<file path="src/rtl/game_pkg.sv">
package game_pkg;

    // level code: 0 is the menu, 1 to 5 pick a stage
    typedef logic [2:0] level_t;

    localparam level_t LEVEL_MENU = 3'd0;   // game_state value while the menu is shown
    localparam level_t LEVEL_MIN  = 3'd1;   // lowest selectable stage
    localparam level_t LEVEL_MAX  = 3'd5;   // highest selectable stage

    // pose codes double as sprite indices in the image memory of the full game
    typedef enum logic [3:0] {
        POSE_LEFT   = 4'd2,
        POSE_STATIC = 4'd6,
        POSE_RIGHT  = 4'd7,
        POSE_UP     = 4'd8
    } pose_t;

    // jump phase, idle means standing on ground
    typedef enum logic [1:0] {
        JUMP_IDLE = 2'd0,
        JUMP_RISE = 2'd1,
        JUMP_FALL = 2'd2
    } jump_phase_t;

    // jump timing in clk cycles, scaled way down from the board values
    localparam int JUMP_RISE_CYCLES  = 8;    // counter value where the rise ends
    localparam int JUMP_TOTAL_CYCLES = 16;   // counter value where the jump is spent
    localparam int JUMP_CNT_W        = $clog2(JUMP_TOTAL_CYCLES + 1);

    // one player's direction keys, all active high key-down levels
    typedef struct packed {
        logic up;
        logic left;
        logic down;
        logic right;
    } pad_keys_t;

    // full decoded key vector seen by the core
    typedef struct packed {
        logic      enter;    // launches the selected level from the menu
        pad_keys_t arrows;   // player 1 pad
        pad_keys_t wasd;     // player 2 pad
    } key_set_t;

    // registered player state as handed to the renderer
    typedef struct packed {
        pose_t       pose;
        jump_phase_t phase;
    } player_out_t;

endpackage

</file>
<file path="src/rtl/level_select.sv">
`timescale 1ns/1ps

module level_select (
    input  logic               clk,
    input  logic               rst,
    input  game_pkg::key_set_t keys,
    output game_pkg::level_t   game_state,
    output game_pkg::level_t   selected_level,
    output logic               play_en
);
    import game_pkg::*;

    logic armed;       // press lock, drops after a step and re-arms on all keys up
    logic step_up;     // W or up arrow
    logic step_down;   // S or down arrow
    logic any_key;

    // both pads can drive the menu
    assign step_up   = keys.arrows.up | keys.wasd.up;
    assign step_down = keys.arrows.down | keys.wasd.down;
    assign any_key   = |keys;   // includes enter

    // players only move once a level is running
    assign play_en = (game_state != LEVEL_MENU);

    always_ff @(posedge clk or posedge rst) begin
        if (rst) begin
            game_state     <= LEVEL_MENU;
            selected_level <= LEVEL_MIN;
            armed          <= 1'b1;
        end else if (game_state == LEVEL_MENU) begin
            if (!any_key) begin
                armed <= 1'b1;   // key released, next press counts again
            end else if (armed) begin
                // up wins over down, and both win over enter
                if (step_up) begin
                    if (selected_level < LEVEL_MAX) begin
                        selected_level <= selected_level + 3'd1;
                    end
                    armed <= 1'b0;   // one step per press
                end else if (step_down) begin
                    if (selected_level > LEVEL_MIN) begin
                        selected_level <= selected_level - 3'd1;
                    end
                    armed <= 1'b0;
                end else if (keys.enter) begin
                    game_state <= selected_level;   // leaves the menu for good
                end
            end
        end else begin
            // in a level the menu is dead until reset
            armed <= 1'b1;
        end
    end

endmodule

</file>
<file path="src/rtl/player_ctrl.sv">
`timescale 1ns/1ps

module player_ctrl (
    input  logic                  clk,
    input  logic                  rst,
    input  logic                  play_en,
    input  game_pkg::pad_keys_t   pad,
    input  logic                  collide,
    output game_pkg::player_out_t state
);
    import game_pkg::*;

    logic [JUMP_CNT_W-1:0] jump_cnt;     // cycles spent in the current jump
    logic [JUMP_CNT_W-1:0] cnt_nxt;
    logic [JUMP_CNT_W-1:0] step_cnt;     // counter after one jump step
    jump_phase_t           step_phase;   // phase after one jump step
    player_out_t           state_nxt;

    logic jumping;    // rise or fall in progress
    logic spent;      // counter has run to the end of a jump
    logic no_key;
    logic up_only;
    logic go_left;
    logic go_right;

    assign jumping = (state.phase != JUMP_IDLE);
    assign spent   = (jump_cnt >= JUMP_CNT_W'(JUMP_TOTAL_CYCLES));

    // key cases, checked in this order below
    assign no_key   = !(pad.up | pad.left | pad.down | pad.right);
    assign up_only  = pad.up & !pad.left & !pad.down & !pad.right;
    assign go_left  = (pad.left | pad.up) & !pad.right;
    assign go_right = (pad.right | pad.up) & !pad.left;

    // one jump step, shared by every key case that advances a jump
    always_comb begin
        if (jump_cnt < JUMP_CNT_W'(JUMP_RISE_CYCLES) && !collide
            && state.phase != JUMP_FALL) begin
            step_phase = JUMP_RISE;
            step_cnt   = jump_cnt + 1'b1;
        end else if (jump_cnt < JUMP_CNT_W'(JUMP_TOTAL_CYCLES)) begin
            // a collision ends the rise early, and there is no way back up
            step_phase = JUMP_FALL;
            step_cnt   = jump_cnt + 1'b1;
        end else begin
            step_phase = JUMP_IDLE;   // landed
            step_cnt   = jump_cnt;
        end
    end

    always_comb begin
        state_nxt = state;   // pose and phase hold unless a case below moves them
        cnt_nxt   = jump_cnt;

        if (no_key) begin
            if (!jumping) begin
                state_nxt.pose = POSE_STATIC;
                cnt_nxt        = '0;
            end else begin
                // a jump in the air finishes on its own
                state_nxt.phase = step_phase;
                cnt_nxt         = step_cnt;
            end
        end else if (up_only) begin
            state_nxt.pose  = POSE_UP;
            state_nxt.phase = step_phase;
            cnt_nxt         = spent ? '0 : step_cnt;   // held up starts a fresh jump
        end else if (go_left || go_right) begin
            // left has priority, which also covers up together with down
            state_nxt.pose = go_left ? POSE_LEFT : POSE_RIGHT;
            if (pad.up || jumping) begin
                state_nxt.phase = step_phase;
                cnt_nxt         = spent ? '0 : step_cnt;
            end else begin
                state_nxt.phase = JUMP_IDLE;
                cnt_nxt         = spent ? '0 : jump_cnt;
            end
        end else if (jumping) begin
            // left and right together, or down alone
            state_nxt.phase = step_phase;
            cnt_nxt         = step_cnt;
        end
    end

    always_ff @(posedge clk or posedge rst) begin
        if (rst) begin
            state    <= '{pose: POSE_STATIC, phase: JUMP_IDLE};
            jump_cnt <= '0;
        end else if (play_en) begin   // frozen while the menu is up
            state    <= state_nxt;
            jump_cnt <= cnt_nxt;
        end
    end

endmodule

</file>
<file path="src/rtl/game_core.sv">
`timescale 1ns/1ps

module game_core (
    input  logic                  clk,
    input  logic                  rst,
    input  game_pkg::key_set_t    keys,
    input  logic                  p1_collide,
    input  logic                  p2_collide,
    output game_pkg::level_t      game_state,
    output game_pkg::level_t      selected_level,
    output game_pkg::player_out_t p1,
    output game_pkg::player_out_t p2
);
    import game_pkg::*;

    logic      play_en;   // high once a level has been launched
    pad_keys_t p1_pad;    // arrow keys
    pad_keys_t p2_pad;    // W A S D

    assign p1_pad = keys.arrows;
    assign p2_pad = keys.wasd;

    level_select u_level_select (
        .clk            (clk),
        .rst            (rst),
        .keys           (keys),
        .game_state     (game_state),
        .selected_level (selected_level),
        .play_en        (play_en)
    );

    player_ctrl u_player1 (
        .clk     (clk),
        .rst     (rst),
        .play_en (play_en),
        .pad     (p1_pad),
        .collide (p1_collide),
        .state   (p1)
    );

    player_ctrl u_player2 (
        .clk     (clk),
        .rst     (rst),
        .play_en (play_en),
        .pad     (p2_pad),
        .collide (p2_collide),
        .state   (p2)
    );

endmodule

</file>
<file path="config.mk">
export PLATFORM = sky130hd
export DESIGN_NAME = game_core
export DESIGN_NICKNAME = d
export VERILOG_FILES = /design/src/rtl/game_pkg.sv /design/src/rtl/level_select.sv /design/src/rtl/player_ctrl.sv /design/src/rtl/game_core.sv
export SDC_FILE = /design/constraint.sdc
export NUM_CORES = 1
export LEC_CHECK = 0
export ABC_CLOCK_PERIOD_IN_PS = 1590
export BUFFER_PORTS_ARGS = -buffer_cell sky130_fd_sc_hd__buf_2
export CAP_MARGIN = 25
export CORE_ASPECT_RATIO = 1.1
export CORE_UTILIZATION = 50
export DETAILED_ROUTE_END_ITERATION = 8
export PLACE_DENSITY = 0.75
export SLEW_MARGIN = 20
export SYNTH_ARGS = -nofsm -noshare
export SYNTH_HDL_FRONTEND = slang
export SYNTH_HIERARCHICAL = 1
export SYNTH_SLANG_ARGS = --single-unit
</file>
<file path="constraint.sdc">
create_clock -name clk -period 1.59 [get_ports clk]
set_input_delay 0.318 -clock clk [delete_from_list [all_inputs] [get_ports clk]]
set_output_delay 0.318 -clock clk [all_outputs]
set_load 0.02 [all_outputs]
</file>
==> results of run 1 <==
## stage by stage
stage / TNS [ns] / hold slack, ns / instance area (µm²) / instances
detailed placement: -2.205 / 0.3005 / 2445 / 323
finish: -0.1541 / 0.3064 / 2769 / 345
floorplan: -0.2816 / 0.1197 / 1866 / 196
global placement: -1.827 / 0.2900 / 2445 / 323
CTS: -0.07960 / 0.2968 / 2641 / 340
global route: -0.5676 / 0.3191 / 2769 / 345
## cells in the mapped netlist, types with 3 or more instances
library cell / number
nand4_1: 3
dfrtp_1: 23
nand3_1: 3
xnor2_1: 4
o211ai_1: 4
o31ai_1: 6
a211o_1: 4
o21ai_0: 12
nor3_1: 5
dfstp_2: 6
a21o_1: 3
or3_1: 6
a21oi_1: 13
ha_1: 9
inv_1: 17
nand2_1: 19
nor2_1: 9
## where the power goes
part | internal (mW) | switching [mW]
Sequential | 1.11 | 0.320
Clock | 0.168 | 0.261
Combinational | 1.42 | 1.46
## state kept, by name (all words and copies together) (netlist names)
signal                         flops
u_level_select/armed               1
u_level_select/game_state          3
u_level_select/selected_level      3
u_player1/jump_cnt                 5
u_player1/state                    6
u_player2/jump_cnt                 5
u_player2/state                    6
## layout make-up
type,count,area [µm²]
sequential,29,739.5
multi-input combinational,146,1175
clock inverter,2,10.01
inverter,17,63.81
fill,229,644.4
tap,48,60.06
clock buffer,6,41.29
timing repair buffer,97,679.4
## path summary, 6_finish.rpt
path	from	to	slack, ns	depth (start not counted)
min reg2reg	u_player2/state[5]	u_player2/state[5]	0.48	2
max in group asynchronous	rst	u_player1/state[0]	0.67	3
min	p1_collide	u_player1/state[0]	0.31	4
max	u_player2/state[0]	u_player2/jump_cnt[4]	-0.04	4
max reg2reg	u_player2/state[0]	u_player2/jump_cnt[4]	-0.04	4
min in group asynchronous	rst	u_level_select/selected_level[2]	0.50	3
## layer usage
| metal | vias to the layer above | global-route usage | routed length [µm] |
|---|---|---|---|
| met2 | 63 | 0.5056 | 2955 |
| met4 | 0 | 0.1337 | 172 |
| li1 | 919 | - | - |
| met1 | 949 | 0.3504 | 2174 |
| met3 | 20 | 0.06102 | 251 |
| met5 | - | 0 | 0 |
## cell families after synthesis
logic type,synth area share
buffers and inverters,0.05517
muxes,0.01090
DFF,0.3992
and+or+nand+nor,0.2309
adders and majority gates,0.06131
AOI/OAI and AO/OA,0.2187
xor gates and xnor gates,0.02384
## timing repair
item,4_1_cts,5_1_grt
setup endpoints to repair,10,10
hold buffers,1,0
resized for setup,18,18
hold endpoints to repair,5,0
setup buffers,9,5
pin swaps,13,9
## worst max-delay path, stage by stage, from the launching register on
cell	delay [ns]
dfrtp_1	0.42
or3_4	0.42
o31ai_4	0.32
nor2_2	0.08
a211o_1	0.30
==> results.json, run 1 <==
{
  "cp_data_required_time_ns": 1.82,
  "setup_violations": 7,
  "post-route-util": 0.8112,
  "fin_skew_ns": 0.009804,
  "avgViaCountPerCell": 5.655,
  "postRouteWirelength_mm": 5.554,
  "layout.nets": 318,
  "ctsLongestPathBuffers": 2,
  "yosysSeqAreaShare": 0.3992,
  "async_flop_share": 1.000,
  "synthTopCellsByArea": "dfrtp_1, dfstp_2, ha_1, nand2_1, a21oi_1",
  "rows": 22,
  "fmax_mhz": 612.5,
  "synth.distinct_cells": 45,
  "first_global_vias": 1927,
  "end_kind": "register",
  "wire_per_inst_um": 16.10,
  "post_synth.cell_area_avg_um2": 9.371,
  "gp_congestion": 0.8646,
  "grt_overflow": 0,
  "period_needed_ns": 1.633,
  "core_area_mm2": 0.003413,
  "syn_inst": 196,
  "max-cap-violations": 0,
  "fin_ws_ns": -0.04262,
  "die_height_um": 65.57,
  "antenna_cells": 0,
  "worst_slew_pin_slew_ns": 0.4657,
  "synth_nets": 218,
  "dieArea_mm2": 0.003920,
  "synth_area_mm2": 0.001837,
  "boundaryPins": 31,
  "final-hold-violation-count": 0,
  "start_kind": "register",
  "yosysTopAreaCellShare": 0.3134,
  "grtUsageTotal": 0.2962,
  "ys.flop_type": "dfrtp_1",
  "drive_above_1_share": 0.4983,
  "layout_commonest_cell": "buf_4",
  "slew_violations": 0,
  "min_period_over_period": 1.027,
  "clk_pin_slew_worst_paths_ns": 0.10,
  "cts.sinks": 29,
  "yosys.area.top_type": "dfrtp_1",
  "outcome": "finished, violations left",
  "grt_max_degree": 12,
  "postRouteAntennaNets": 0,
  "rsz0062_at_grt": "yes",
  "cts_made_buffers": 5,
  "path_class": "reg2reg",
  "leakage_nw": 1.358,
  "vdd_ir_drop_max_uv": 897.3,
  "first_pass_iters": 4,
  "grt_antenna_before_repair": 0,
  "die_x_um": 59.79,
  "synth-seq-cells": 29,
  "preCtsSetupSlack_ns": -0.1983,
  "portBuffers": 30,
  "drc": 0,
  "num_vias": 1951,
  "power.density_mw_per_mm2": 1710,
  "total_power_mw": 4.733,
  "grt_first_pass_wirelength_mm": 8.556,
  "htreeDepth": 2,
  "cp.arrival_ns": 1.86,
  "clkLatencyLatePin_ns": 0.33,
  "cts-root-buf": "clkbuf_4",
  "ys_warn_count": 6,
  "violations": "negative setup slack",
  "layout_common_cells": "buf_4, buf_2, nand2_1, dfrtp_1, inv_1",
  "start_util": 0.5381,
  "initialDrtViolationCount": 108,
  "slew_headroom": 0.6892,
  "min-delay-path-class": "in2reg",
  "syn2layout_area_growth_pct": 50.75,
  "synth_edf_count": 0,
  "dpl.hpwl_mm": 3.637,
  "crit_fanout": 2,
  "cts_tree": "built"
}
No activity file was read; power rests on OpenSTA's default activity.
==> inputs of run 2 (changes only) <==
- ABC_CLOCK_PERIOD_IN_PS: 1590 -> 1500
- clock period: 1.59 -> 1.5 ns (I/O delays scaled with it)
==> results.json, run 2 (synthesis results as in run 1) <==
{
  "syn2layout_area_growth_pct": 61.44,
  "num_vias": 2114,
  "clk_pin_slew_worst_paths_ns": 0.10,
  "grtUsageTotal": 0.3060,
  "cts-root-buf": "clkbuf_4",
  "crit_fanout": 4,
  "avgViaCountPerCell": 5.955,
  "cp_slowest_cell": "dfrtp_1",
  "critical_path.cell_chain": "or3_4 > o31ai_4 > nor2_2 > a211o_1",
  "start_kind": "register",
  "power.density_mw_per_mm2": 1891,
  "first_pass_iters": 6,
  "max-cap-violations": 0,
  "dpl.hpwl_mm": 3.805,
  "top_usage_layer": "met2",
  "holdWs_ns": 0.2659,
  "slew_headroom": 0.6304,
  "grt_overflow": 0,
  "post-route-util": 0.8688,
  "reg.largest.list": "u_player1/state x6, u_player2/state x6",
  "rows": 22,
  "fmax_mhz": 595.9,
  "grt_max_degree": 12,
  "htreeDepth": 2,
  "cts.sinks": 29,
  "antenna_cells": 0,
  "cts_made_buffers": 5,
  "wire_per_inst_um": 18.45,
  "min_period_over_period": 1.119,
  "initialDrtViolationCount": 195,
  "drive_above_1_share": 0.5505,
  "violations": "negative setup slack",
  "layout_commonest_cell": "buf_4",
  "layout_common_cells": "buf_4, buf_2, dfrtp_1, nand2_1, inv_1",
  "portBuffers": 30,
  "fin_skew_ns": 0.01144,
  "period_needed_ns": 1.678,
  "leakage_nw": 1.437,
  "rsz0062_at_grt": "yes",
  "postRouteAntennaNets": 0,
  "min-delay-path-class": "in2reg",
  "grt_antenna_before_repair": 0,
  "slew_violations": 0,
  "gp_congestion": 0.8352,
  "vdd_ir_drop_max_uv": 1028,
  "cts_tree": "built",
  "met2_usage": 0.5486,
  "setup_violations": 12,
  "first_global_vias": 1971,
  "final-hold-violation-count": 0,
  "grt_first_pass_wirelength_mm": 8.818,
  "cp.arrival_ns": 1.91,
  "die_x_um": 59.79,
  "ctsLongestPathBuffers": 2,
  "grt_use_met3": 0.06496,
  "die_height_um": 65.57,
  "boundaryPins": 31,
  "drc": 0,
  "layout.nets": 328,
  "worst_slew_pin_slew_ns": 0.5504,
  "clkLatencyLatePin_ns": 0.34,
  "end_kind": "register",
  "slowest_delay_ns": 0.46,
  "fin_ws_ns": -0.1782,
  "dieArea_mm2": 0.003920,
  "postRouteWirelength_mm": 6.551,
  "worstPathBufferInverterCount": 0,
  "cp_data_required_time_ns": 1.73,
  "outcome": "finished, violations left",
  "path_class": "reg2reg",
  "crit_family": "compound AO/OA/AOI/OAI gates",
  "met1_usage": 0.3338,
  "core_area_mm2": 0.003413,
  "start_util": 0.5381
}
## run 2: cell count changes in the layout (fill, tap and decap cells not counted), sizes merged
cell  previous run  this run
buf             96       106
## run 2: timing repair
action,CTS,global route
buffers inserted,11,7
pin swaps,21,22
hold endpoints to repair,14,0
hold buffers,1,0
gates resized for setup,36,30
endpoints found under the setup margin,11,19
## run 2: worst paths after layout
path	slack (ns)	end	start	cells past startpoint
worst min register to register	0.48	u_player1/state[3]	u_player1/state[3]	2
min in group asynchronous	0.47	u_level_select/game_state[0]	rst	3
worst max-delay path	-0.18	u_player2/jump_cnt[4]	u_player2/state[1]	4
max in group asynchronous	0.60	u_player2/state[3]	rst	3
worst min-delay path	0.27	u_player1/state[0]	p1_collide	4
worst max register to register	-0.18	u_player2/jump_cnt[4]	u_player2/state[1]	4
## run 2: area by class of cell
| cell class | count | area (µm²) |
|---|---|---|
| Multi-Input combinational cell | 146 | 1259 |
| Sequential cell | 29 | 738.2 |
| Fill cell | 192 | 447.9 |
| Timing Repair Buffer | 107 | 793.3 |
| Tap cell | 48 | 60.06 |
| Clock buffer | 6 | 41.29 |
| Inverter | 17 | 63.81 |
| Clock inverter | 2 | 10.01 |
## run 2: power by group
part	leakage [nW]	total (mW)	internal (mW)	switching (mW)
logic	1.05	3.64	1.80	1.84
clock network	0.0320	0.471	0.178	0.293
registers	0.355	1.50	1.17	0.326
## run 2: routing by layer
metal	share of wire	wire, µm	up-vias
met5	0	0	-
met4	0.053	350	0
met3	0.061	399	38
met2	0.51	3373	106
met1	0.37	2428	1026
li1	-	-	944
## run 2: worst register-to-register path, stage by stage, from the launching register on
cell and delay (ns):
dfrtp_1 0.46, or3_4 0.43, o31ai_4 0.33, nor2_2 0.06, a211o_1 0.30
## run 2: stage by stage
| step | cell area [µm²] | power (mW) | std cells | setup WS (ns) | TNS (ns) |
|---|---|---|---|---|---|
| CTS | 2784 | 5.036 | 349 | -0.1550 | -0.4058 |
| finish | 2965 | 5.607 | 355 | -0.1782 | -1.494 |
| global route | 2965 | 5.884 | 355 | -0.2248 | -1.902 |
| floorplan | 1867 | 2.862 | 196 | -0.1642 | -1.009 |
| global placement | 2514 | 4.035 | 332 | -0.2350 | -3.011 |
| detailed placement | 2514 | 4.137 | 332 | -0.2852 | -3.662 |
